`config.mk`:
```
export PLATFORM = sky130hd
export DESIGN_NAME = cpu_top
export DESIGN_NICKNAME = d
export VERILOG_FILES = /design/src/design/cpu_isa_pkg.sv /design/src/design/cpu_dp_pkg.sv /design/src/design/cpu_sequencer.sv /design/src/design/cpu_decoder.sv /design/src/design/cpu_alu.sv /design/src/design/cpu_regs.sv /design/src/design/cpu_bus_ctrl.sv /design/src/design/cpu_top.sv
export VERILOG_INCLUDE_DIRS = /design/src /design/src/include
export SDC_FILE = /design/constraint.sdc
export NUM_CORES = 1
export LEC_CHECK = 0
export ABC_CLOCK_PERIOD_IN_PS = 6010
export BUFFER_PORTS_ARGS = -buffer_cell sky130_fd_sc_hd__clkbuf_2
export CAP_MARGIN = 20
export CORE_ASPECT_RATIO = 2
export CORE_MARGIN = 5
export CORE_UTILIZATION = 45
export DETAILED_ROUTE_END_ITERATION = 7
export GPL_TIMING_DRIVEN = 0
export RECOVER_POWER = 100
export SLEW_MARGIN = 20
export SYNTH_ARGS = -nofsm -noshare
export SYNTH_HDL_FRONTEND = slang
export SYNTH_SLANG_ARGS = --single-unit
```
`constraint.sdc`:
```
create_clock -name clk -period 6.01 [get_ports clk]
set_clock_uncertainty 0.1 [all_clocks]
set_input_delay 0.9015 -clock clk [delete_from_list [all_inputs] [get_ports clk]]
set_output_delay 0.9015 -clock clk [all_outputs]
set_load 0.03 [all_outputs]
```
`src/include/cpu_defs.svh`:
```
`ifndef CPU_DEFS_SVH
`define CPU_DEFS_SVH

// Datapath widths
`define CPU_DATA_W 8
`define CPU_ADDR_W 16

// Up to eight steps per instruction
`define CPU_STEP_W 3

// Upper address byte used by LDH (n),A
`define CPU_HIGH_PAGE 8'hFF

`define CPU_RESET_PC 16'h0000

`endif

```
`src/design/cpu_isa_pkg.sv`:
```
`include "cpu_defs.svh"

package cpu_isa_pkg;

    // Don't-care bits are marked with ? and matched by casez
    typedef enum logic [`CPU_DATA_W-1:0] {
        NOP      = 8'b0000_0000,
        INCDEC_R = 8'b00??_?10?,
        LD_R_N   = 8'b00??_?110,
        JR_E     = 8'b0001_1000,
        JR_CC_E  = 8'b001?_?000,
        LD_R_R   = 8'b01??_????,
        ALU_A_R  = 8'b10??_????,
        ALU_A_N  = 8'b11??_?110,
        LDH_N_A  = 8'b1110_0000
    } opcode_t;

    // Order follows opcode bits [5:3]
    typedef enum logic [2:0] {
        ALU_ADD,
        ALU_ADC,
        ALU_SUB,
        ALU_SBC,
        ALU_AND,
        ALU_XOR,
        ALU_OR,
        ALU_CP
    } alu_op_t;

    typedef enum logic [1:0] {
        COND_NZ,
        COND_Z,
        COND_NC,
        COND_C
    } cond_t;

    typedef enum logic [3:0] {
        NONE = 4'd0,
        Z    = 4'd1,                     // Temporary for immediates
        B    = 4'd2,
        C    = 4'd3,
        D    = 4'd4,
        E    = 4'd5,
        H    = 4'd6,
        L    = 4'd7,
        A    = 4'd8,
        MEM  = 4'd9
    } reg8_t;

endpackage

```
`src/design/cpu_dp_pkg.sv`:
```
`include "cpu_defs.svh"

package cpu_dp_pkg;

    typedef logic [`CPU_DATA_W-1:0] byte_t;
    typedef logic [`CPU_ADDR_W-1:0] addr_t;
    typedef logic [`CPU_STEP_W-1:0] step_t;

    typedef struct packed {
        logic z;
        logic n;
        logic h;
        logic c;
    } flags_t;

    // Encoding matches the register index of the decoder
    typedef enum logic [3:0] {
        DB_NONE = 4'd0,
        DB_Z    = 4'd1,
        DB_B    = 4'd2,
        DB_C    = 4'd3,
        DB_D    = 4'd4,
        DB_E    = 4'd5,
        DB_H    = 4'd6,
        DB_L    = 4'd7,
        DB_A    = 4'd8,
        DB_MEM  = 4'd9
    } s_db_t;

    typedef enum logic [1:0] {
        R_WB_DB  = 2'd0,
        R_WB_ALU = 2'd1
    } s_r_wb_t;

    typedef enum logic [1:0] {
        AB_PC     = 2'd0,
        AB_HIGH_Z = 2'd1                 // FF00 page plus Z
    } ab_sel_t;

endpackage

```
`src/design/cpu_sequencer.sv`:
```
`include "cpu_defs.svh"

module cpu_sequencer (
    input  logic               clk,
    input  logic               rst,
    input  logic               step_done,
    input  logic               done,
    input  logic               is_cond,
    input  cpu_isa_pkg::cond_t cond,
    input  cpu_dp_pkg::step_t  next_step,
    input  cpu_dp_pkg::flags_t flags,
    input  cpu_dp_pkg::byte_t  rd_data,
    output cpu_dp_pkg::byte_t  ir,
    output cpu_dp_pkg::step_t  step
);
    import cpu_isa_pkg::*;

    logic matched;

    always_comb begin
        case (cond)
            COND_NZ: matched = !flags.z;
            COND_Z:  matched = flags.z;
            COND_NC: matched = !flags.c;
            default: matched = flags.c;
        endcase
    end

    always_ff @(posedge clk or negedge rst) begin
        if (!rst) begin
            ir   <= NOP;                     // First step fetches from the reset PC
            step <= '0;
        end else if (step_done) begin
            if (done) begin
                ir   <= rd_data;             // Opcode read by the done step
                step <= '0;
            end else if (is_cond && !matched) begin
                step <= next_step;
            end else begin
                step <= step + `CPU_STEP_W'd1;
            end
        end
    end

endmodule

```
`src/design/cpu_decoder.sv`:
```
`include "cpu_defs.svh"

module cpu_decoder (
    input  cpu_dp_pkg::byte_t    ir,
    input  cpu_dp_pkg::step_t    step,
    output logic                 done,
    output logic                 is_cond,
    output cpu_isa_pkg::cond_t   cond,
    output cpu_dp_pkg::step_t    next_step,
    output cpu_dp_pkg::ab_sel_t  s_ab,
    output cpu_isa_pkg::reg8_t   s_db,
    output cpu_isa_pkg::reg8_t   t_db,
    output cpu_dp_pkg::s_r_wb_t  s_r_wb,
    output cpu_isa_pkg::alu_op_t alu_op,
    output logic                 arg_one,
    output logic                 acc_db,
    output logic                 keep_c,
    output logic                 inc_pc,
    output logic                 jr_add,
    output logic                 mem_rd,
    output logic                 mem_wr
);
    import cpu_isa_pkg::*;
    import cpu_dp_pkg::*;

    function automatic reg8_t r8_idx(input logic [2:0] field);
        reg8_t idx;
        case (field)
            3'd0:    idx = B;
            3'd1:    idx = C;
            3'd2:    idx = D;
            3'd3:    idx = E;
            3'd4:    idx = H;
            3'd5:    idx = L;
            3'd7:    idx = A;
            default: idx = NONE;             // (HL) slot
        endcase
        return idx;
    endfunction

    reg8_t   r8_dst;
    reg8_t   r8_src;
    reg8_t   alu_dst;
    alu_op_t f_alu_op;
    logic    hl_op;
    byte_t   op;
    logic    imm;

    assign r8_dst   = r8_idx(ir[5:3]);
    assign r8_src   = r8_idx(ir[2:0]);
    assign f_alu_op = alu_op_t'(ir[5:3]);
    assign alu_dst  = (f_alu_op == ALU_CP) ? NONE : A;   // CP only updates flags
    assign cond     = cond_t'(ir[4:3]);

    // (HL) operand forms share patterns with kept opcodes and run as NOP
    assign hl_op = (ir[7:6] == 2'b00 && ir[5:3] == 3'b110 &&
                    (ir[2:1] == 2'b10 || ir[2:0] == 3'b110)) ||
                   (ir[7:6] == 2'b01 && (ir[5:3] == 3'b110 || ir[2:0] == 3'b110)) ||
                   (ir[7:6] == 2'b10 && ir[2:0] == 3'b110);
    assign op = hl_op ? byte_t'(NOP) : ir;

    always_comb begin
        done      = 1'b0;
        imm       = 1'b0;
        is_cond   = 1'b0;
        next_step = '0;
        s_ab      = AB_PC;
        s_db      = NONE;
        t_db      = NONE;
        s_r_wb    = R_WB_DB;
        alu_op    = f_alu_op;
        arg_one   = 1'b0;
        acc_db    = 1'b0;
        keep_c    = 1'b0;
        jr_add    = 1'b0;
        mem_wr    = 1'b0;

        casez ({op, step})
            {LD_R_N, 3'd0}:   imm = 1'b1;
            {LD_R_N, 3'd1}: begin
                done = 1'b1;
                s_db = Z;
                t_db = r8_dst;
            end
            {LD_R_R, 3'd0}: begin
                done = 1'b1;
                s_db = r8_src;
                t_db = r8_dst;
            end
            {ALU_A_R, 3'd0}: begin
                done   = 1'b1;
                s_db   = r8_src;
                t_db   = alu_dst;
                s_r_wb = R_WB_ALU;
            end
            {ALU_A_N, 3'd0}:  imm = 1'b1;
            {ALU_A_N, 3'd1}: begin
                done   = 1'b1;
                s_db   = Z;
                t_db   = alu_dst;
                s_r_wb = R_WB_ALU;
            end
            {INCDEC_R, 3'd0}: begin
                done    = 1'b1;
                s_db    = r8_dst;
                t_db    = r8_dst;
                s_r_wb  = R_WB_ALU;
                acc_db  = 1'b1;              // Operand comes from the bus, not A
                arg_one = 1'b1;
                keep_c  = 1'b1;
                alu_op  = ir[0] ? ALU_SUB : ALU_ADD;
            end
            {JR_E, 3'd0}:     imm = 1'b1;
            {JR_E, 3'd1}:     jr_add = 1'b1;
            {JR_E, 3'd2}:     done = 1'b1;
            {JR_CC_E, 3'd0}: begin
                imm       = 1'b1;
                is_cond   = 1'b1;
                next_step = `CPU_STEP_W'd3;  // Not taken
            end
            {JR_CC_E, 3'd1}:  jr_add = 1'b1;
            {JR_CC_E, 3'd2},
            {JR_CC_E, 3'd3}:  done = 1'b1;
            {LDH_N_A, 3'd0}:  imm = 1'b1;
            {LDH_N_A, 3'd1}: begin
                s_ab   = AB_HIGH_Z;
                s_db   = A;
                mem_wr = 1'b1;
            end
            {LDH_N_A, 3'd2}:  done = 1'b1;
            default:          done = 1'b1;   // NOP and unsupported opcodes
        endcase

        // Immediate and opcode fetches both read [PC] and step PC
        mem_rd = done || imm;
        inc_pc = done || imm;
        if (imm) begin
            s_db = MEM;
            t_db = Z;
        end
    end

endmodule

```
`src/design/cpu_alu.sv`:
```
`include "cpu_defs.svh"

module cpu_alu (
    input  cpu_isa_pkg::alu_op_t op,
    input  cpu_dp_pkg::byte_t    acc,
    input  cpu_dp_pkg::byte_t    arg,
    input  logic                 carry_in,
    output cpu_dp_pkg::byte_t    result,
    output cpu_dp_pkg::flags_t   flags_out
);
    import cpu_isa_pkg::*;

    logic                 sub;
    logic                 cin;
    logic [4:0]           nib;               // Bit 4 is carry or borrow out of bit 3
    logic [`CPU_DATA_W:0] sum;

    assign sub = (op == ALU_SUB) || (op == ALU_SBC) || (op == ALU_CP);
    assign cin = ((op == ALU_ADC) || (op == ALU_SBC)) && carry_in;

    always_comb begin
        if (sub) begin
            nib = {1'b0, acc[3:0]} - {1'b0, arg[3:0]} - {4'b0, cin};
            sum = {1'b0, acc} - {1'b0, arg} - {{`CPU_DATA_W{1'b0}}, cin};
        end else begin
            nib = {1'b0, acc[3:0]} + {1'b0, arg[3:0]} + {4'b0, cin};
            sum = {1'b0, acc} + {1'b0, arg} + {{`CPU_DATA_W{1'b0}}, cin};
        end

        result      = sum[`CPU_DATA_W-1:0];
        flags_out.n = sub;
        flags_out.h = nib[4];
        flags_out.c = sum[`CPU_DATA_W];

        case (op)
            ALU_AND: begin
                result      = acc & arg;
                flags_out.h = 1'b1;
                flags_out.c = 1'b0;
            end
            ALU_XOR: begin
                result      = acc ^ arg;
                flags_out.h = 1'b0;
                flags_out.c = 1'b0;
            end
            ALU_OR: begin
                result      = acc | arg;
                flags_out.h = 1'b0;
                flags_out.c = 1'b0;
            end
            default: ;
        endcase

        flags_out.z = (result == '0);
    end

endmodule

```
`src/design/cpu_regs.sv`:
```
`include "cpu_defs.svh"

module cpu_regs (
    input  logic                 clk,
    input  logic                 rst,
    input  logic                 step_done,
    input  cpu_dp_pkg::ab_sel_t  s_ab,
    input  cpu_isa_pkg::reg8_t   s_db,
    input  cpu_isa_pkg::reg8_t   t_db,
    input  cpu_dp_pkg::s_r_wb_t  s_r_wb,
    input  cpu_isa_pkg::alu_op_t alu_op,
    input  logic                 arg_one,
    input  logic                 acc_db,
    input  logic                 keep_c,
    input  logic                 inc_pc,
    input  logic                 jr_add,
    input  cpu_dp_pkg::byte_t    rd_data,
    output cpu_dp_pkg::flags_t   flags,
    output cpu_dp_pkg::addr_t    mem_addr,
    output cpu_dp_pkg::byte_t    mem_wdata
);
    import cpu_isa_pkg::*;
    import cpu_dp_pkg::*;

    byte_t  b, c, d, e, h, l, a, z;
    addr_t  pc;
    s_db_t  db_src;
    byte_t  db;                              // Internal data bus
    byte_t  alu_acc;
    byte_t  alu_arg;
    byte_t  alu_res;
    byte_t  wb;
    flags_t alu_flags;
    addr_t  z_sext;

    assign db_src = s_db_t'(s_db);

    always_comb begin
        case (db_src)
            DB_Z:    db = z;
            DB_B:    db = b;
            DB_C:    db = c;
            DB_D:    db = d;
            DB_E:    db = e;
            DB_H:    db = h;
            DB_L:    db = l;
            DB_A:    db = a;
            DB_MEM:  db = rd_data;
            default: db = '0;
        endcase
    end

    assign alu_acc = acc_db ? db : a;
    assign alu_arg = arg_one ? byte_t'(1) : db;  // INC and DEC step by one

    cpu_alu u_alu (
        .op        (alu_op),
        .acc       (alu_acc),
        .arg       (alu_arg),
        .carry_in  (flags.c),
        .result    (alu_res),
        .flags_out (alu_flags)
    );

    assign wb        = (s_r_wb == R_WB_ALU) ? alu_res : db;
    assign z_sext    = {{(`CPU_ADDR_W - `CPU_DATA_W){z[`CPU_DATA_W-1]}}, z};
    assign mem_addr  = (s_ab == AB_HIGH_Z) ? {`CPU_HIGH_PAGE, z} : pc;
    assign mem_wdata = db;

    always_ff @(posedge clk) begin
        if (step_done) begin
            case (t_db)
                Z:       z <= wb;
                B:       b <= wb;
                C:       c <= wb;
                D:       d <= wb;
                E:       e <= wb;
                H:       h <= wb;
                L:       l <= wb;
                A:       a <= wb;
                default: ;
            endcase
        end
    end

    always_ff @(posedge clk or negedge rst) begin
        if (!rst) begin
            pc    <= `CPU_RESET_PC;
            flags <= '0;
        end else if (step_done) begin
            if (jr_add) begin
                pc <= pc + z_sext;           // PC already points past the offset
            end else if (inc_pc) begin
                pc <= pc + addr_t'(1);
            end
            if (s_r_wb == R_WB_ALU) begin
                flags <= {alu_flags.z, alu_flags.n, alu_flags.h,
                          keep_c ? flags.c : alu_flags.c};
            end
        end
    end

endmodule

```
`src/design/cpu_bus_ctrl.sv`:
```
`include "cpu_defs.svh"

module cpu_bus_ctrl (
    input  logic                   clk,
    input  logic                   rst,
    input  logic                   mem_rd,
    input  logic                   mem_wr,
    input  logic                   mem_ack,
    input  logic [`CPU_DATA_W-1:0] mem_rdata,
    output logic                   mem_req,
    output logic                   mem_we,
    output logic                   step_done,
    output cpu_dp_pkg::byte_t      rd_data
);
    typedef enum logic [1:0] {
        IDLE,
        REQ,
        RELEASE,
        FINISH
    } state_t;

    state_t state;

    always_ff @(posedge clk or negedge rst) begin
        if (!rst) begin
            state   <= IDLE;
            mem_req <= 1'b0;
            mem_we  <= 1'b0;
        end else begin
            case (state)
                IDLE: begin
                    if (!(mem_rd || mem_wr)) begin
                        state <= FINISH;     // Internal step takes one cycle
                    end else if (!mem_ack) begin
                        state   <= REQ;
                        mem_req <= 1'b1;
                        mem_we  <= mem_wr;
                    end
                end
                REQ: begin
                    if (mem_ack) begin
                        state   <= RELEASE;
                        mem_req <= 1'b0;
                        mem_we  <= 1'b0;
                    end
                end
                RELEASE: begin
                    if (!mem_ack) begin
                        state <= FINISH;
                    end
                end
                default: state <= IDLE;      // FINISH lasts one cycle
            endcase
        end
    end

    // Read data is captured while ack is high
    always_ff @(posedge clk) begin
        if (state == REQ && mem_ack) begin
            rd_data <= mem_rdata;
        end
    end

    assign step_done = (state == FINISH);

endmodule

```
`src/design/cpu_top.sv`:
```
`include "cpu_defs.svh"

module cpu_top (
    input  logic                   clk,
    input  logic                   rst,
    output logic                   mem_req,
    output logic                   mem_we,
    output logic [`CPU_ADDR_W-1:0] mem_addr,
    output logic [`CPU_DATA_W-1:0] mem_wdata,
    input  logic                   mem_ack,
    input  logic [`CPU_DATA_W-1:0] mem_rdata
);
    import cpu_isa_pkg::*;
    import cpu_dp_pkg::*;

    byte_t   ir;
    step_t   step;
    step_t   next_step;
    logic    done;
    logic    is_cond;
    cond_t   cond;
    flags_t  flags;
    ab_sel_t s_ab;
    reg8_t   s_db;
    reg8_t   t_db;
    s_r_wb_t s_r_wb;
    alu_op_t alu_op;
    logic    arg_one;
    logic    acc_db;
    logic    keep_c;
    logic    inc_pc;
    logic    jr_add;
    logic    mem_rd;
    logic    mem_wr;
    logic    step_done;
    byte_t   rd_data;

    cpu_sequencer u_seq (
        .clk       (clk),
        .rst       (rst),
        .step_done (step_done),
        .done      (done),
        .is_cond   (is_cond),
        .cond      (cond),
        .next_step (next_step),
        .flags     (flags),
        .rd_data   (rd_data),
        .ir        (ir),
        .step      (step)
    );

    cpu_decoder u_dec (
        .ir        (ir),
        .step      (step),
        .done      (done),
        .is_cond   (is_cond),
        .cond      (cond),
        .next_step (next_step),
        .s_ab      (s_ab),
        .s_db      (s_db),
        .t_db      (t_db),
        .s_r_wb    (s_r_wb),
        .alu_op    (alu_op),
        .arg_one   (arg_one),
        .acc_db    (acc_db),
        .keep_c    (keep_c),
        .inc_pc    (inc_pc),
        .jr_add    (jr_add),
        .mem_rd    (mem_rd),
        .mem_wr    (mem_wr)
    );

    cpu_regs u_regs (
        .clk       (clk),
        .rst       (rst),
        .step_done (step_done),
        .s_ab      (s_ab),
        .s_db      (s_db),
        .t_db      (t_db),
        .s_r_wb    (s_r_wb),
        .alu_op    (alu_op),
        .arg_one   (arg_one),
        .acc_db    (acc_db),
        .keep_c    (keep_c),
        .inc_pc    (inc_pc),
        .jr_add    (jr_add),
        .rd_data   (rd_data),
        .flags     (flags),
        .mem_addr  (mem_addr),
        .mem_wdata (mem_wdata)
    );

    cpu_bus_ctrl u_bus (
        .clk       (clk),
        .rst       (rst),
        .mem_rd    (mem_rd),
        .mem_wr    (mem_wr),
        .mem_ack   (mem_ack),
        .mem_rdata (mem_rdata),
        .mem_req   (mem_req),
        .mem_we    (mem_we),
        .step_done (step_done),
        .rd_data   (rd_data)
    );

endmodule

```
Yosys cells after proc, flatten, opt, wreduce, memory -nomap -nowiden
Cells that the tools add are included.
{ "word_totals": {"regBits": 105, "inputBits": 11, "output_inout_bits": 26, "elab_cells": 189} }
{ "classes": {"addsub": 7, "eq_ne": 66, "mux": 44, "n_bitwise": 5, "n_reduce_logical": 50} }
{ "ops": {"columns": ["operator", "n"], "rows": [
  ["case mux 8 bit (9 select lines)", 1],
  ["case mux 4 bit (7 select lines)", 2],
  ["2-to-1 mux 16 bit", 3],
  ["equality test 3 bit, second input constant", 12],
  ["equality test 4 x 3 -> 1 bit, second input constant", 8],
  ["2-to-1 mux 8 bit", 4],
  ["case mux 8 bit (3 select lines)", 1],
  ["equality test 11 bit, second input constant", 2],
  ["equality test 11 x 8 -> 1 bit, second input constant", 2],
  ["AND reduction 2 bit", 11],
  ["equality test 3 x 2 -> 1 bit, second input constant", 6],
  ["equality test 9 x 7 -> 1 bit, second input constant", 2],
  ["adder 16 x 1 -> 16 bit, second input constant", 1],
  ["adder 16 bit", 1],
  ["equality test 4 x 2 -> 1 bit, second input constant", 4],
  ["equality test 8 x 6 -> 1 bit, second input constant", 2],
  ["equality test 8 bit, second input constant", 2],
  ["case mux 4 bit (4 select lines)", 1],
  ["2-to-1 mux 1 bit", 13],
  ["equality test 4 bit, second input constant", 3],
  ["2-to-1 mux 2 bit", 6],
  ["2-to-1 mux 4 bit", 3],
  ["equality test 2 bit, second input constant", 5],
  ["OR reduction 2 bit", 5],
  ["other kinds (37)", 72]
]} }

Logic depth before layout (Yosys ltp)
Gate-level depths: netlist of the first run.
{ "logic_depth": {"depth_word": 18, "ltp_mapped": 28} }

Hierarchy
Synthesis of the first run repeated with hierarchy kept, for this count alone.
{ "unflattened": {"cells_unflattened": 710, "hier_area_um2": 7283.2} }
{ "by_module_without_submodules": {"columns": ["module", "n_inst", "cells_per_inst", "area_each_um2", "seq_area_each_um2"], "rows": [
  ["cpu_regs", 1, 376, 4350.4, 2422.3],
  ["cpu_alu", 1, 171, 1328.8, 0.0],
  ["cpu_decoder", 1, 87, 558.0, 0.0],
  ["cpu_bus_ctrl", 1, 38, 544.3, 340.3],
  ["cpu_sequencer", 1, 38, 501.7, 275.3]
]} }

Worst setup path before layout of the first run
No wires, ideal clock.
{ "synth_path": {"path_kind": "register to register", "start": "reg u_seq.step[0]", "end": "reg u_regs.a[7] (data pin)", "setup_time_ns": 0.265, "arrival_time_ns": 5.108, "slack_ns": 0.537, "stages_incl_launch_ff": 25, "n_path_buf": 3, "period_less_slack_ns": 5.473, "cell_sequence": "dfrtp_1 inv_1 ha_1 or4b_4 or3_1 buf_6 o221ai_4 buf_6 nor2_1 nor4_1 a21oi_1 and2_1 inv_1 nand2_1 ha_1 clkbuf_1 a21boi_0 o21a_1 o21a_1 o21ai_0 a31oi_1 nor2_1 a311oi_1 nand4_1 o21ai_0"} }
{ "synth_via": {"elab_chain_len": 12, "elab_cells_between_ends": 55, "cone_classes": "4 x add/sub; 28 x eq/ne; 12 x mux; 3 x bitwise; 8 x reduce/logical"} }
{ "synth_rtl": {"columns": ["element", "line", "rtl"], "rows": [
  ["start, declared", "cpu_sequencer.sv:14", "output cpu_dp_pkg::step_t step"],
  ["start signal, assigned", "cpu_sequencer.sv:38", "step <= next_step;"],
  ["start signal, assigned", "cpu_sequencer.sv:40", "step <= step + `CPU_STEP_W'd1;"],
  ["equality test 8 x 6 -> 1 bit, or another cell as far along", "cpu_decoder.sv:78", "casez ({op, step})"],
  ["OR reduction 2 bit (no line) / OR reduction 5 bit (equally long branches)", null, null],
  ["case mux 4 bit (4 select lines) / 2-to-1 mux 1 bit (equally long branches)", "cpu_decoder.sv:78", null],
  ["2-to-1 mux 4 bit (*)", "cpu_decoder.sv:137", "if (imm) begin"],
  ["equality test 4 bit, or another cell as far along", "cpu_regs.sv:39", "case (db_src)"],
  ["case mux 8 bit (9 select lines) (*)", "cpu_regs.sv:39", null],
  ["named net mem_wdata[3]", "cpu_top.sv:9", "output logic [`CPU_DATA_W-1:0] mem_wdata,"],
  ["2-to-1 mux 8 bit, on equally long branches", "cpu_regs.sv:53, cpu_regs.sv:54", null],
  ["adder 8 x 8 -> 9 bit / subtractor 8 x 8 -> 9 bit (equally long branches)", "cpu_alu.sv:27, cpu_alu.sv:24", null],
  ["adder 9 x 1 -> 9 bit / subtractor 9 x 1 -> 9 bit (equally long branches)", "cpu_alu.sv:27, cpu_alu.sv:24", null],
  ["2-to-1 mux 9 bit (*)", "cpu_alu.sv:22", "if (sub) begin"],
  ["case mux 8 bit (3 select lines) (*)", "cpu_alu.sv:35", "case (op)"],
  ["2-to-1 mux 8 bit (*)", "cpu_regs.sv:65", "assign wb = (s_r_wb == R_WB_ALU) ? alu_res : db;"],
  ["named net u_regs.wb[7]", "cpu_regs.sv:32", "byte_t wb;"],
  ["end signal, assigned", "cpu_regs.sv:80", "A: a <= wb;"],
  ["end, declared", "cpu_regs.sv:25", "byte_t b, c, d, e, h, l, a, z;"]
]} }
The timed path passes the listed nets; every way through them passes the cells marked *.
A chain may end at the register's enable or synchronous reset.

Final worst setup path of the first run
{ "layout_path": {"start": "reg u_seq.step[0]", "end": "reg u_regs.a[7] (data pin)"} }
{ "layout_via": {"elab_chain_len": 12, "elab_cells_between_ends": 55, "cone_classes": "4 x add/sub; 28 x eq/ne; 12 x mux; 3 x bitwise; 8 x reduce/logical"} }
{ "layout_rtl": {"columns": ["element", "line"], "rows": [
  ["equality test 8 x 6 -> 1 bit, or another cell as far along", "cpu_decoder.sv:78"],
  ["OR reduction 2 bit (no line) / OR reduction 5 bit (equally long branches)", null],
  ["case mux 4 bit (4 select lines) / 2-to-1 mux 1 bit (equally long branches)", "cpu_decoder.sv:78"],
  ["2-to-1 mux 4 bit", "cpu_decoder.sv:137"],
  ["equality test 4 bit, or another cell as far along", "cpu_regs.sv:39"],
  ["case mux 8 bit (9 select lines)", "cpu_regs.sv:39"],
  ["2-to-1 mux 8 bit, on equally long branches", "cpu_regs.sv:53, cpu_regs.sv:54"],
  ["adder 8 x 8 -> 9 bit / subtractor 8 x 8 -> 9 bit (equally long branches)", "cpu_alu.sv:27, cpu_alu.sv:24"],
  ["adder 9 x 1 -> 9 bit / subtractor 9 x 1 -> 9 bit (equally long branches)", "cpu_alu.sv:27, cpu_alu.sv:24"],
  ["2-to-1 mux 9 bit", "cpu_alu.sv:22"],
  ["case mux 8 bit (3 select lines)", "cpu_alu.sv:35"],
  ["2-to-1 mux 8 bit (*)", "cpu_regs.sv:65"],
  ["named net u_regs.wb[7]", "cpu_regs.sv:32"]
]} }
Marked as above.

==> results.json, run 1 <==
{
  "die_h_um": 189,
  "startpoint_type": "flop",
  "synth_top_area_frac": 0.301,
  "ant_nets": 0,
  "status": "finished with violations",
  "drc": 0,
  "area_growth_pct": 16.0,
  "crit_start": "u_seq.step[0]",
  "synthCells": 758,
  "drv_cap": 1,
  "synth_cell_types": 76,
  "clockBufferDepth": 2,
  "synth_seq_cells": 105,
  "tns_ns": 0,
  "cts_tree": "built",
  "overflow": 0,
  "placed_cell_area_sq_um": 7640,
  "ioPinCount": 37,
  "core_sq_um": 15800,
  "drt_iter0_markers": 354,
  "num_vias": 6100,
  "violations": "max-capacitance violations, max-slew violations",
  "dr.pass1.iters": 5,
  "finalNetCount": 890,
  "layout.cell_area.non_filler_sq_um": 8320,
  "arrival_ns": 5.83,
  "grt_pass1_vias": 6346,
  "initial_core_util": 0.455,
  "numClockSinks": 105,
  "syn_area_sq_um": 7180,
  "holdBufCountCts": 0,
  "drv_slew": 34,
  "grt_util_all_layers": 0.227,
  "wl_um": 21200,
  "min_path_type": "flop to flop",
  "dominantRegCellSynth": "edfxtp_1",
  "max_freq_ghz": 0.173,
  "yosysTopAreaCell": "edfxtp_1",
  "hpwl_um": 16500,
  "numPortBuffers": 36,
  "yosysSeqAreaShare": 0.416,
  "fin_crit_sh": 0.962,
  "period_needed_ns": 5.78,
  "path_class": "flop to flop",
  "syn_nets": 826,
  "layout-drive-gt1-share": 0.160,
  "tightest_slew_ns": 2.05,
  "cp_slowest_stage_delay_ns": 0.49,
  "clockRootBuffer": "clkbuf_16",
  "end_kind": "flop",
  "antenna-diode-count": 0,
  "ys_top_cells_by_area": "edfxtp_1 (30%), dfrtp_1 (12%), ha_1 (9.1%), nand2_1 (5.2%), o21ai_0 (3.6%)",
  "cts_made_buffers": 9,
  "cp_max_fo": 10,
  "slowest_stage": "or4b_4",
  "clk_latency_ns": 0.37,
  "antenna_found_initial": 0,
  "slew-limit-headroom": -0.368,
  "placement_rows": 65,
  "grt_first_pass_wirelength_um": 32900,
  "viasPerCell": 5.93,
  "utilization": 0.528,
  "die_w_um": 99.3,
  "finalSetupViolCount": 0,
  "worstPathRequired_ns": 6.06,
  "hold_viol": 0,
  "wl_per_cell_um": 20.7,
  "async_flop_share": 0.314,
  "ctsHtreeMaxLevel": 3,
  "synth.avg_cell_area_sq_um": 9.47,
  "clk_pin_slew_ns": 0.08,
  "ys_warn_count": 0,
  "die_area_sq_um": 18700,
  "grt_max_degree": 34,
  "r2r_start": "u_seq.step[0]",
  "synth-edff-count": 72,
  "gp_congestion": 0.969,
  "min-delay-start": "u_regs.pc[15]"
}
## critical path: cells and delay by family, from the launching register on
family,cells,cell delay [ns]
mux,1,0.20
buf+inv,4,0.54
fa+ha+maj,2,0.49
flops,1,0.43
compound gates,12,2.36
simple gates,6,1.44
## area by class of cell
cell class / count / area, sq um
inverters: 68 / 255
fillers: 1466 / 7450
multi-input cells: 562 / 4110
clock inverters: 7 / 75.1
flip-flops and latches: 105 / 2990
repair buffers: 54 / 305
clock buffers: 9 / 225
plain buffers: 22 / 114
well taps: 201 / 251
## path summary, 6_finish.rpt
| check | slack, ns | endpoint | depth (start not counted) |
|---|---|---|---|
| min in group asynchronous | 1.01 | u_bus.state[0] | 1 |
| max in group asynchronous | 3.60 | u_regs.pc[3] | 1 |
| setup / recovery | 0.23 | u_regs.a[7] | 25 |
| setup reg to reg | 0.23 | u_regs.a[7] | 25 |
| hold reg to reg | 0.37 | u_regs.pc[15] | 1 |
| hold / removal | 0.37 | u_regs.pc[15] | 1 |
## flip-flops by register name (all words and copies together), names as in the netlist, 3 cells and up
| signal | count |
|---|---|
| u_regs.e | 8 |
| u_regs.z | 8 |
| u_regs.b | 8 |
| u_regs.c | 8 |
| u_bus.rd_data | 8 |
| u_regs.h | 8 |
| u_regs.l | 8 |
| u_regs.pc | 16 |
| u_regs.a | 8 |
| u_seq.step | 3 |
| u_regs.d | 8 |
| u_seq.ir | 8 |
## cell families after synthesis
kind of cell	count (synthesis)	share of synthesized area
simple gates	279	0.198
buf+inv	91	0.0506
flops	105	0.416
xor+xnor	17	0.0207
fa+ha+maj	57	0.105
compound gates	189	0.180
mux	20	0.0300
## cell usage in the layout, fill, tap and decap left out, types with 8 or more instances in the layout
cell type,instances
o21ai_0,48
xnor2_1,12
nand2b_1,17
nor2_1,51
clkbuf_2,19
a21oi_1,33
dfrtp_1,33
a21oi_2,8
nor3_1,11
mux2_2,12
ha_1,49
nand3_1,12
and2_1,12
and3_1,8
edfxtp_1,72
clkbuf_1,32
nand2_1,95
mux2i_1,8
clkbuf_16,9
buf_4,16
a221oi_1,8
inv_1,66
## Yosys cell counts (8+ instances only)
| cell type | instances |
|---|---|
| mux2i_1 | 8 |
| nand2b_1 | 17 |
| nor3_1 | 17 |
| xnor2_1 | 12 |
| a221oi_1 | 9 |
| mux2_2 | 12 |
| nor2_1 | 53 |
| ha_1 | 52 |
| nand3_1 | 13 |
| and3_1 | 8 |
| and2_1 | 15 |
| inv_1 | 67 |
| a21oi_1 | 41 |
| dfrtp_1 | 33 |
| o21ai_0 | 52 |
| clkbuf_1 | 16 |
| nand2_1 | 99 |
| edfxtp_1 | 72 |
## layer usage
metal	vias to the layer above	wire [um]	global-route usage
met5	-	0	0
met4	0	1610	0.183
met3	81	707	0.0252
met2	180	11500	0.414
met1	2950	7460	0.226
li1	2889	-	-
## stage by stage
step | std cells | hold WS (ns) | setup slack, ns
2_1_floorplan | 758 | 0.338 | 0.537
3_3_place_gp | 995 | 0.357 | -1.37
3_5_place_dp | 996 | 0.363 | -1.27
4_1_cts | 1017 | 0.374 | 0.000874
5_1_grt | 1028 | 0.391 | -0.00162
6_report | 1028 | 0.372 | 0.227
## timing repair
item,CTS,global route
buffers inserted,5,12
pin swaps,5,6
resized for setup,25,36
hold endpoints to repair,0,0
setup endpoints to repair,66,50
Power of run 1 is not shown: default switching activity piles up to over one toggle a cycle in this logic, so the estimate is an artifact.
==> inputs of run 2 (changes only) <==
--- a/config.mk
+++ b/config.mk
@@ -6,14 +6,17 @@
 export SDC_FILE = /design/constraint.sdc
 export NUM_CORES = 1
 export LEC_CHECK = 0
-export ABC_CLOCK_PERIOD_IN_PS = 6010
+export ABC_CLOCK_PERIOD_IN_PS = 4940
 export BUFFER_PORTS_ARGS = -buffer_cell sky130_fd_sc_hd__clkbuf_2
 export CAP_MARGIN = 20
+export CELL_PAD_IN_SITES_DETAIL_PLACEMENT = 0
+export CELL_PAD_IN_SITES_GLOBAL_PLACEMENT = 2
 export CORE_ASPECT_RATIO = 2
 export CORE_MARGIN = 5
-export CORE_UTILIZATION = 45
+export CORE_UTILIZATION = 36
 export DETAILED_ROUTE_END_ITERATION = 7
 export GPL_TIMING_DRIVEN = 0
+export PLACE_DENSITY_LB_ADDON = 0.1
 export RECOVER_POWER = 100
 export SLEW_MARGIN = 20
 export SYNTH_ARGS = -nofsm -noshare
==> constraint.sdc (replaced) <==
create_clock -name clk -period 4.94 [get_ports clk]
set_clock_uncertainty 0.1 [all_clocks]
set_input_delay 0.741 -clock clk [delete_from_list [all_inputs] [get_ports clk]]
set_output_delay 0.741 -clock clk [all_outputs]
set_load 0.03 [all_outputs]
==> run 2 against run 1 <==
The run ends with max-capacitance violations, max-slew violations, negative setup slack left. Non-clock buffer count is 25 higher. Routed wire length is 4.9% higher. Cell count is 8.4% higher. Sequential share of layout area is 3.0 points lower. Final area is 9.2% higher. Hold slack better by 0.0054 ns. Global-route usage is 2.7 points lower. Via count is 1.6% lower. First-iteration DRC count is 18% lower. Worst setup slack worse by 0.69 ns. Die area is 23% higher. Fmax is 7.0% higher. Critical endpoint is now u_regs.b[7]. Largest cell class unchanged. Highest routed layer unchanged.
==> results.json, run 2 (synthesis results as in run 1) <==
{
  "max_freq_ghz": 0.185,
  "hold_viol": 0,
  "violations": "max-capacitance violations, max-slew violations, negative setup slack",
  "slew-limit-headroom": -0.438,
  "antenna_found_initial": 0,
  "critPathCapture": "u_regs.b[7]",
  "die_h_um": 210,
  "ioPinCount": 37,
  "cts_tree": "built",
  "die_area_sq_um": 23000,
  "min_path_type": "flop to flop",
  "viasPerCell": 5.39,
  "clockRootBuffer": "clkbuf_16",
  "drv_slew": 34,
  "worstPathRequired_ns": 4.98,
  "overflow": 0,
  "grt_pass1_vias": 6324,
  "startpoint_type": "flop",
  "final_common_cell": "nand2_1",
  "fin_crit_sh": 1.09,
  "finalSetupViolCount": 58,
  "period_needed_ns": 5.41,
  "end_kind": "flop",
  "max_flop_register": "u_regs.pc",
  "placement_rows": 73,
  "ctsHtreeMaxLevel": 3,
  "die_w_um": 110,
  "largest_reg_flops": 16,
  "r2r-end": "u_regs.b[7]",
  "placed_cell_area_sq_um": 7880,
  "utilization": 0.460,
  "initial_core_util": 0.364,
  "wl_per_cell_um": 20.0,
  "holdBufCountCts": 0,
  "tightest_slew_ns": 2.16,
  "grt_max_degree": 34,
  "r2r_start": "u_seq.step[1]",
  "num_vias": 6002,
  "antenna-diode-count": 0,
  "layout_setup_ws_ns": -0.466,
  "r2r_setup_slack_ns": -0.47,
  "layout.cell_area.non_filler_sq_um": 9080,
  "dr.pass1.iters": 5,
  "drv_cap": 1,
  "path_class": "flop to flop",
  "grt_util_all_layers": 0.200,
  "ant_nets": 0,
  "ff2ff_path_depth": 25,
  "cts_made_buffers": 9,
  "arrival_ns": 5.44,
  "clk_latency_ns": 0.35,
  "area_growth_pct": 26.6,
  "instances_no_fill": 1114,
  "gp_congestion": 0.911,
  "core_sq_um": 19700,
  "final_cell_mix": "nand2_1 (90), edfxtp_1 (72), inv_1 (54)",
  "cp_max_fo": 8,
  "wl_um": 22300,
  "numClockSinks": 105,
  "numPortBuffers": 36,
  "place_inst": 1057,
  "status": "finished with violations",
  "clk_pin_slew_ns": 0.07,
  "finalNetCount": 915,
  "layout-drive-gt1-share": 0.288,
  "rsz0062_at_grt": "true",
  "drt_iter0_markers": 290,
  "grt_first_pass_wirelength_um": 34800,
  "drc": 0,
  "dp_slack_ns": -1.30,
  "crit_start": "u_seq.step[1]",
  "clockBufferDepth": 2,
  "hpwl_um": 17600
}
-- run 2: changes by cell type in the layout (fill, tap and decap cells not counted), sizes merged --
cell,before,now
buf,24,49
clkbuf,61,66
clkinv,5,2
clkinvlp,1,0
inv,69,68
-- run 2: final cells by class --
type | instances | area [sq um]
flip-flops and latches | 105 | 2990
inverters | 68 | 255
clock inverters | 2 | 11.3
repair buffers | 80 | 582
fillers | 1954 | 10600
well taps | 262 | 328
clock buffers | 14 | 318
multi-input cells | 562 | 4490
plain buffers | 21 | 109
-- run 2: worst min-delay path by stage --
stage	start	endpoint	depth (start not counted)
after detailed placement	u_regs.pc[15]	u_regs.pc[15]	1
after global placement	u_regs.pc[15]	u_regs.pc[15]	1
final	u_regs.pc[15]	u_regs.pc[15]	1
after CTS	u_regs.pc[15]	u_regs.pc[15]	1
after floorplan	u_regs.pc[15]	u_regs.pc[15]	1
after global routing	u_regs.pc[15]	u_regs.pc[15]	1
-- run 2: metrics by stage --
stage	hold slack [ns]	setup TNS, ns
after detailed placement	0.367	-62.94
after CTS	0.382	-21.11
after global routing	0.394	-32.36
after global placement	0.366	-66.23
after floorplan	0.338	-0.00857
final	0.377	-15.94
-- run 2: critical path: stages (launching register included) --
cell	delay [ns]
dfrtp_1	0.39
inv_2	0.10
ha_4	0.13
or4b_4	0.48
or3_4	0.45
o221ai_4	0.27
clkbuf_16	0.21
nand2_4	0.07
nor2_4	0.21
a221oi_2	0.10
o21ai_1	0.08
a21oi_1	0.06
and2_4	0.15
a21o_4	0.24
fa_2	0.38
nor2b_2	0.14
o21ai_2	0.07
a21boi_2	0.15
o21a_1	0.17
o21a_1	0.16
o21ai_2	0.07
a31oi_1	0.16
nor2_1	0.08
a311oi_4	0.36
nand4_1	0.21
o21ai_4	0.19
-- run 2: what timing repair did --
action / CTS / global route
pin swaps: 30 / 20
resized for setup: 87 / 34
setup endpoints to repair: 72 / 61
gates cloned: 1 / 0
buffers inserted: 33 / 9
-- run 2: routing by layer --
metal / share of wire / wire length, um / track usage / up-vias
met1: 0.35 / 7880 / 0.199 / 2906
met2: 0.59 / 13100 / 0.397 / 97
met4: 0.041 / 910 / 0.0891 / 0
met5: 0 / 0 / 0 / -
li1: - / - / - / 2952
met3: 0.016 / 366 / 0.0197 / 47
Power of run 2 is left out for the same reason.
==> inputs of run 3 (changes only) <==
--- a/config.mk
+++ b/config.mk
@@ -6,6 +6,7 @@
 export SDC_FILE = /design/constraint.sdc
 export NUM_CORES = 1
 export LEC_CHECK = 0
+export ABC_AREA = 1
 export ABC_CLOCK_PERIOD_IN_PS = 4940
 export BUFFER_PORTS_ARGS = -buffer_cell sky130_fd_sc_hd__clkbuf_2
 export CAP_MARGIN = 20
@@ -13,7 +14,7 @@
 export CELL_PAD_IN_SITES_GLOBAL_PLACEMENT = 2
 export CORE_ASPECT_RATIO = 2
 export CORE_MARGIN = 5
-export CORE_UTILIZATION = 36
+export CORE_UTILIZATION = 34
 export DETAILED_ROUTE_END_ITERATION = 7
 export GPL_TIMING_DRIVEN = 0
 export PLACE_DENSITY_LB_ADDON = 0.1
==> run 3 against run 2 <==
Routed wire length increased by 2.4%. Clock-buffer cell count down 5. Flip-flop and latch count unchanged. Largest cell class unchanged. Via count is 3.8% higher. The run ends with negative setup slack left. Sequential share of layout area up 0.45 points. Die area increased by 3.9%. Synthesized cell count is 13% higher. Register-to-register slack better by 0.15 ns. Utilization down 2.2 points. Synthesized area fell by 1.6%.
==> results.json, run 3 <==
{
  "violations": "negative setup slack",
  "r2r_setup_slack_ns": -0.32,
  "ys_top_cells_by_count": "nand2_1 (200), inv_1 (110), nor2_1 (83)",
  "die_area_sq_um": 23900,
  "initial_core_util": 0.345,
  "synth.avg_cell_area_sq_um": 8.26,
  "dr.pass1.iters": 5,
  "max_flop_register": "u_regs.pc",
  "wl_per_cell_um": 18.4,
  "cp_slowest_stage_delay_ns": 0.41,
  "yosysSeqAreaShare": 0.423,
  "r2r_start": "u_seq.step[0]",
  "dominantRegCellSynth": "edfxtp_1",
  "ys_top_cells_by_area": "edfxtp_1 (31%), dfrtp_1 (12%), nand2_1 (11%), ha_1 (9.2%), inv_1 (5.8%)",
  "drc": 0,
  "final_common_cell": "nand2_1",
  "fill_cells": 2104,
  "dr.max_layer_used": "met4",
  "startpoint_type": "flop",
  "syn_area_sq_um": 7060,
  "cp_common_cell": "inv_2",
  "grt_first_pass_wirelength_um": 35100,
  "critPathTopFamily": "simple AND/OR/NAND/NOR gates",
  "numClockSinks": 105,
  "grt_max_degree": 34,
  "async_flop_share": 0.314,
  "die_w_um": 112,
  "final_cell_mix": "nand2_1 (176), inv_1 (94), edfxtp_1 (72)",
  "cts_tree": "built",
  "placement_rows": 74,
  "ant_nets": 0,
  "grt_pass1_vias": 6552,
  "synthCells": 855,
  "seqCellArea_sq_um": 2990,
  "hold_viol": 0,
  "grt_util_all_layers": 0.194,
  "ff2ff_path_depth": 35,
  "antenna_found_initial": 0,
  "num_vias": 6229,
  "tns_ns": -2.62,
  "overflow": 0,
  "drv_cap": 0,
  "numPortBuffers": 36,
  "dp_slack_ns": -1.26,
  "end_kind": "flop",
  "finalSetupViolCount": 10,
  "synth-edff-count": 72,
  "r2r-end": "u_regs.flags[3]",
  "worstPathRequired_ns": 5.14,
  "finalNetCount": 1035,
  "clockBufferDepth": 2,
  "crit_start": "u_seq.step[0]",
  "wl_met2_um": 13600,
  "tightest_slew_ns": 1.25,
  "hpwl_um": 18000,
  "slowest_stage": "fa_2",
  "drt_iter0_markers": 275,
  "rsz0062_at_grt": "true",
  "core_sq_um": 20500,
  "critPathBufInv": 8,
  "syn_nets": 923,
  "ctsHtreeMaxLevel": 3,
  "yosysTopAreaCell": "edfxtp_1",
  "path_class": "flop to flop",
  "layout_setup_ws_ns": -0.317,
  "period_needed_ns": 5.26,
  "critPathCapture": "u_regs.flags[3]",
  "area_growth_pct": 27.2,
  "antenna-diode-count": 0,
  "gp_congestion": 0.838,
  "holdBufCountCts": 0,
  "cp_max_fo": 6,
  "clk_latency_ns": 0.36,
  "clockRootBuffer": "clkbuf_16",
  "slew-limit-headroom": 0.169,
  "drv_slew": 0,
  "synth.most_common_cell": "nand2_1",
  "status": "finished with violations",
  "max_freq_ghz": 0.190,
  "layout-drive-gt1-share": 0.291,
  "min_path_type": "input port to async pin",
  "multiInputGateArea_sq_um": 4120,
  "synth_cell_types": 51,
  "arrival_ns": 5.46,
  "dr_wl_met3_um": 476,
  "wl_met1_um": 7450,
  "synth_top_area_frac": 0.306,
  "ys_warn_count": 0,
  "synth_seq_cells": 105,
  "cts_made_buffers": 9,
  "viasPerCell": 5.03,
  "largest_reg_flops": 16,
  "clk_pin_slew_ns": 0.08,
  "die_h_um": 214,
  "ioPinCount": 37,
  "cp_num_cells": 35,
  "fin_crit_sh": 1.06,
  "wl_um": 22800
}
-- run 3: changes by cell type in the layout (fill, tap and decap cells not counted), sizes merged, moves of 9 or more --
cell / previous run / this run
nand2: 99 / 210
inv: 68 / 131
nor2: 53 / 94
nand3: 15 / 51
buf: 49 / 66
nand2b: 17 / 0
o21ai: 57 / 72
and2: 15 / 1
mux2: 12 / 0
nor3: 17 / 7
clkbuf: 66 / 57
xnor2: 12 / 3
xor2: 5 / 14
-- run 3: worst min-delay path by stage --
stage	to	startpoint	slack [ns]	cells past startpoint
finish	u_bus.state[0]	rst	0.37	1
global route	u_bus.rd_data[1]	mem_rdata[1]	0.44	1
CTS	u_regs.flags[3]	u_regs.flags[3]	0.42	2
detailed placement	u_regs.flags[3]	u_regs.flags[3]	0.40	2
global placement	u_regs.pc[2]	u_regs.pc[2]	0.40	2
floorplan	u_bus.mem_req	rst	0.35	0
-- run 3: layer usage --
layer / GRT usage / vias to the layer above
met5: 0 / -
met3: 0.0223 / 54
met1: 0.171 / 2987
met2: 0.405 / 112
met4: 0.113 / 0
li1: - / 3076
-- run 3: cells by family after synthesis --
logic type,synth area share
and+or+nand+nor,0.239
DFF,0.423
AOI/OAI and AO/OA,0.134
buffers and inverters,0.0767
adders and majority gates,0.106
xor gates and xnor gates,0.0211
-- run 3: layout make-up --
type / instances / area share
inverter: 129 / 0.0556
tap: 266 / 0.0371
buffer: 13 / 0.00738
sequential: 105 / 0.333
multi-input combinational: 608 / 0.459
timing repair buffer: 101 / 0.0748
clock buffer: 9 / 0.0251
clock inverter: 7 / 0.00780
-- run 3: through the flow --
stage / area, sq um / std cells / hold WS, ns / util
2_1_floorplan: 7130 / 855 / 0.345 / -
3_3_place_gp: 7640 / 1157 / 0.397 / 0.374
3_5_place_dp: 7650 / 1157 / 0.400 / 0.374
4_1_cts: 8590 / 1217 / 0.420 / 0.420
5_1_grt: 8980 / 1238 / 0.440 / 0.439
6_report: 8980 / 1238 / 0.370 / 0.439
-- run 3: what timing repair did --
action / 4_1_cts / 5_1_grt
gates resized for setup: 80 / 63
endpoints found under the setup margin: 67 / 70
pin swaps: 31 / 36
endpoints found under the hold margin: 0 / 0
buffers inserted: 44 / 20
Power of run 3 is left out for the same reason.
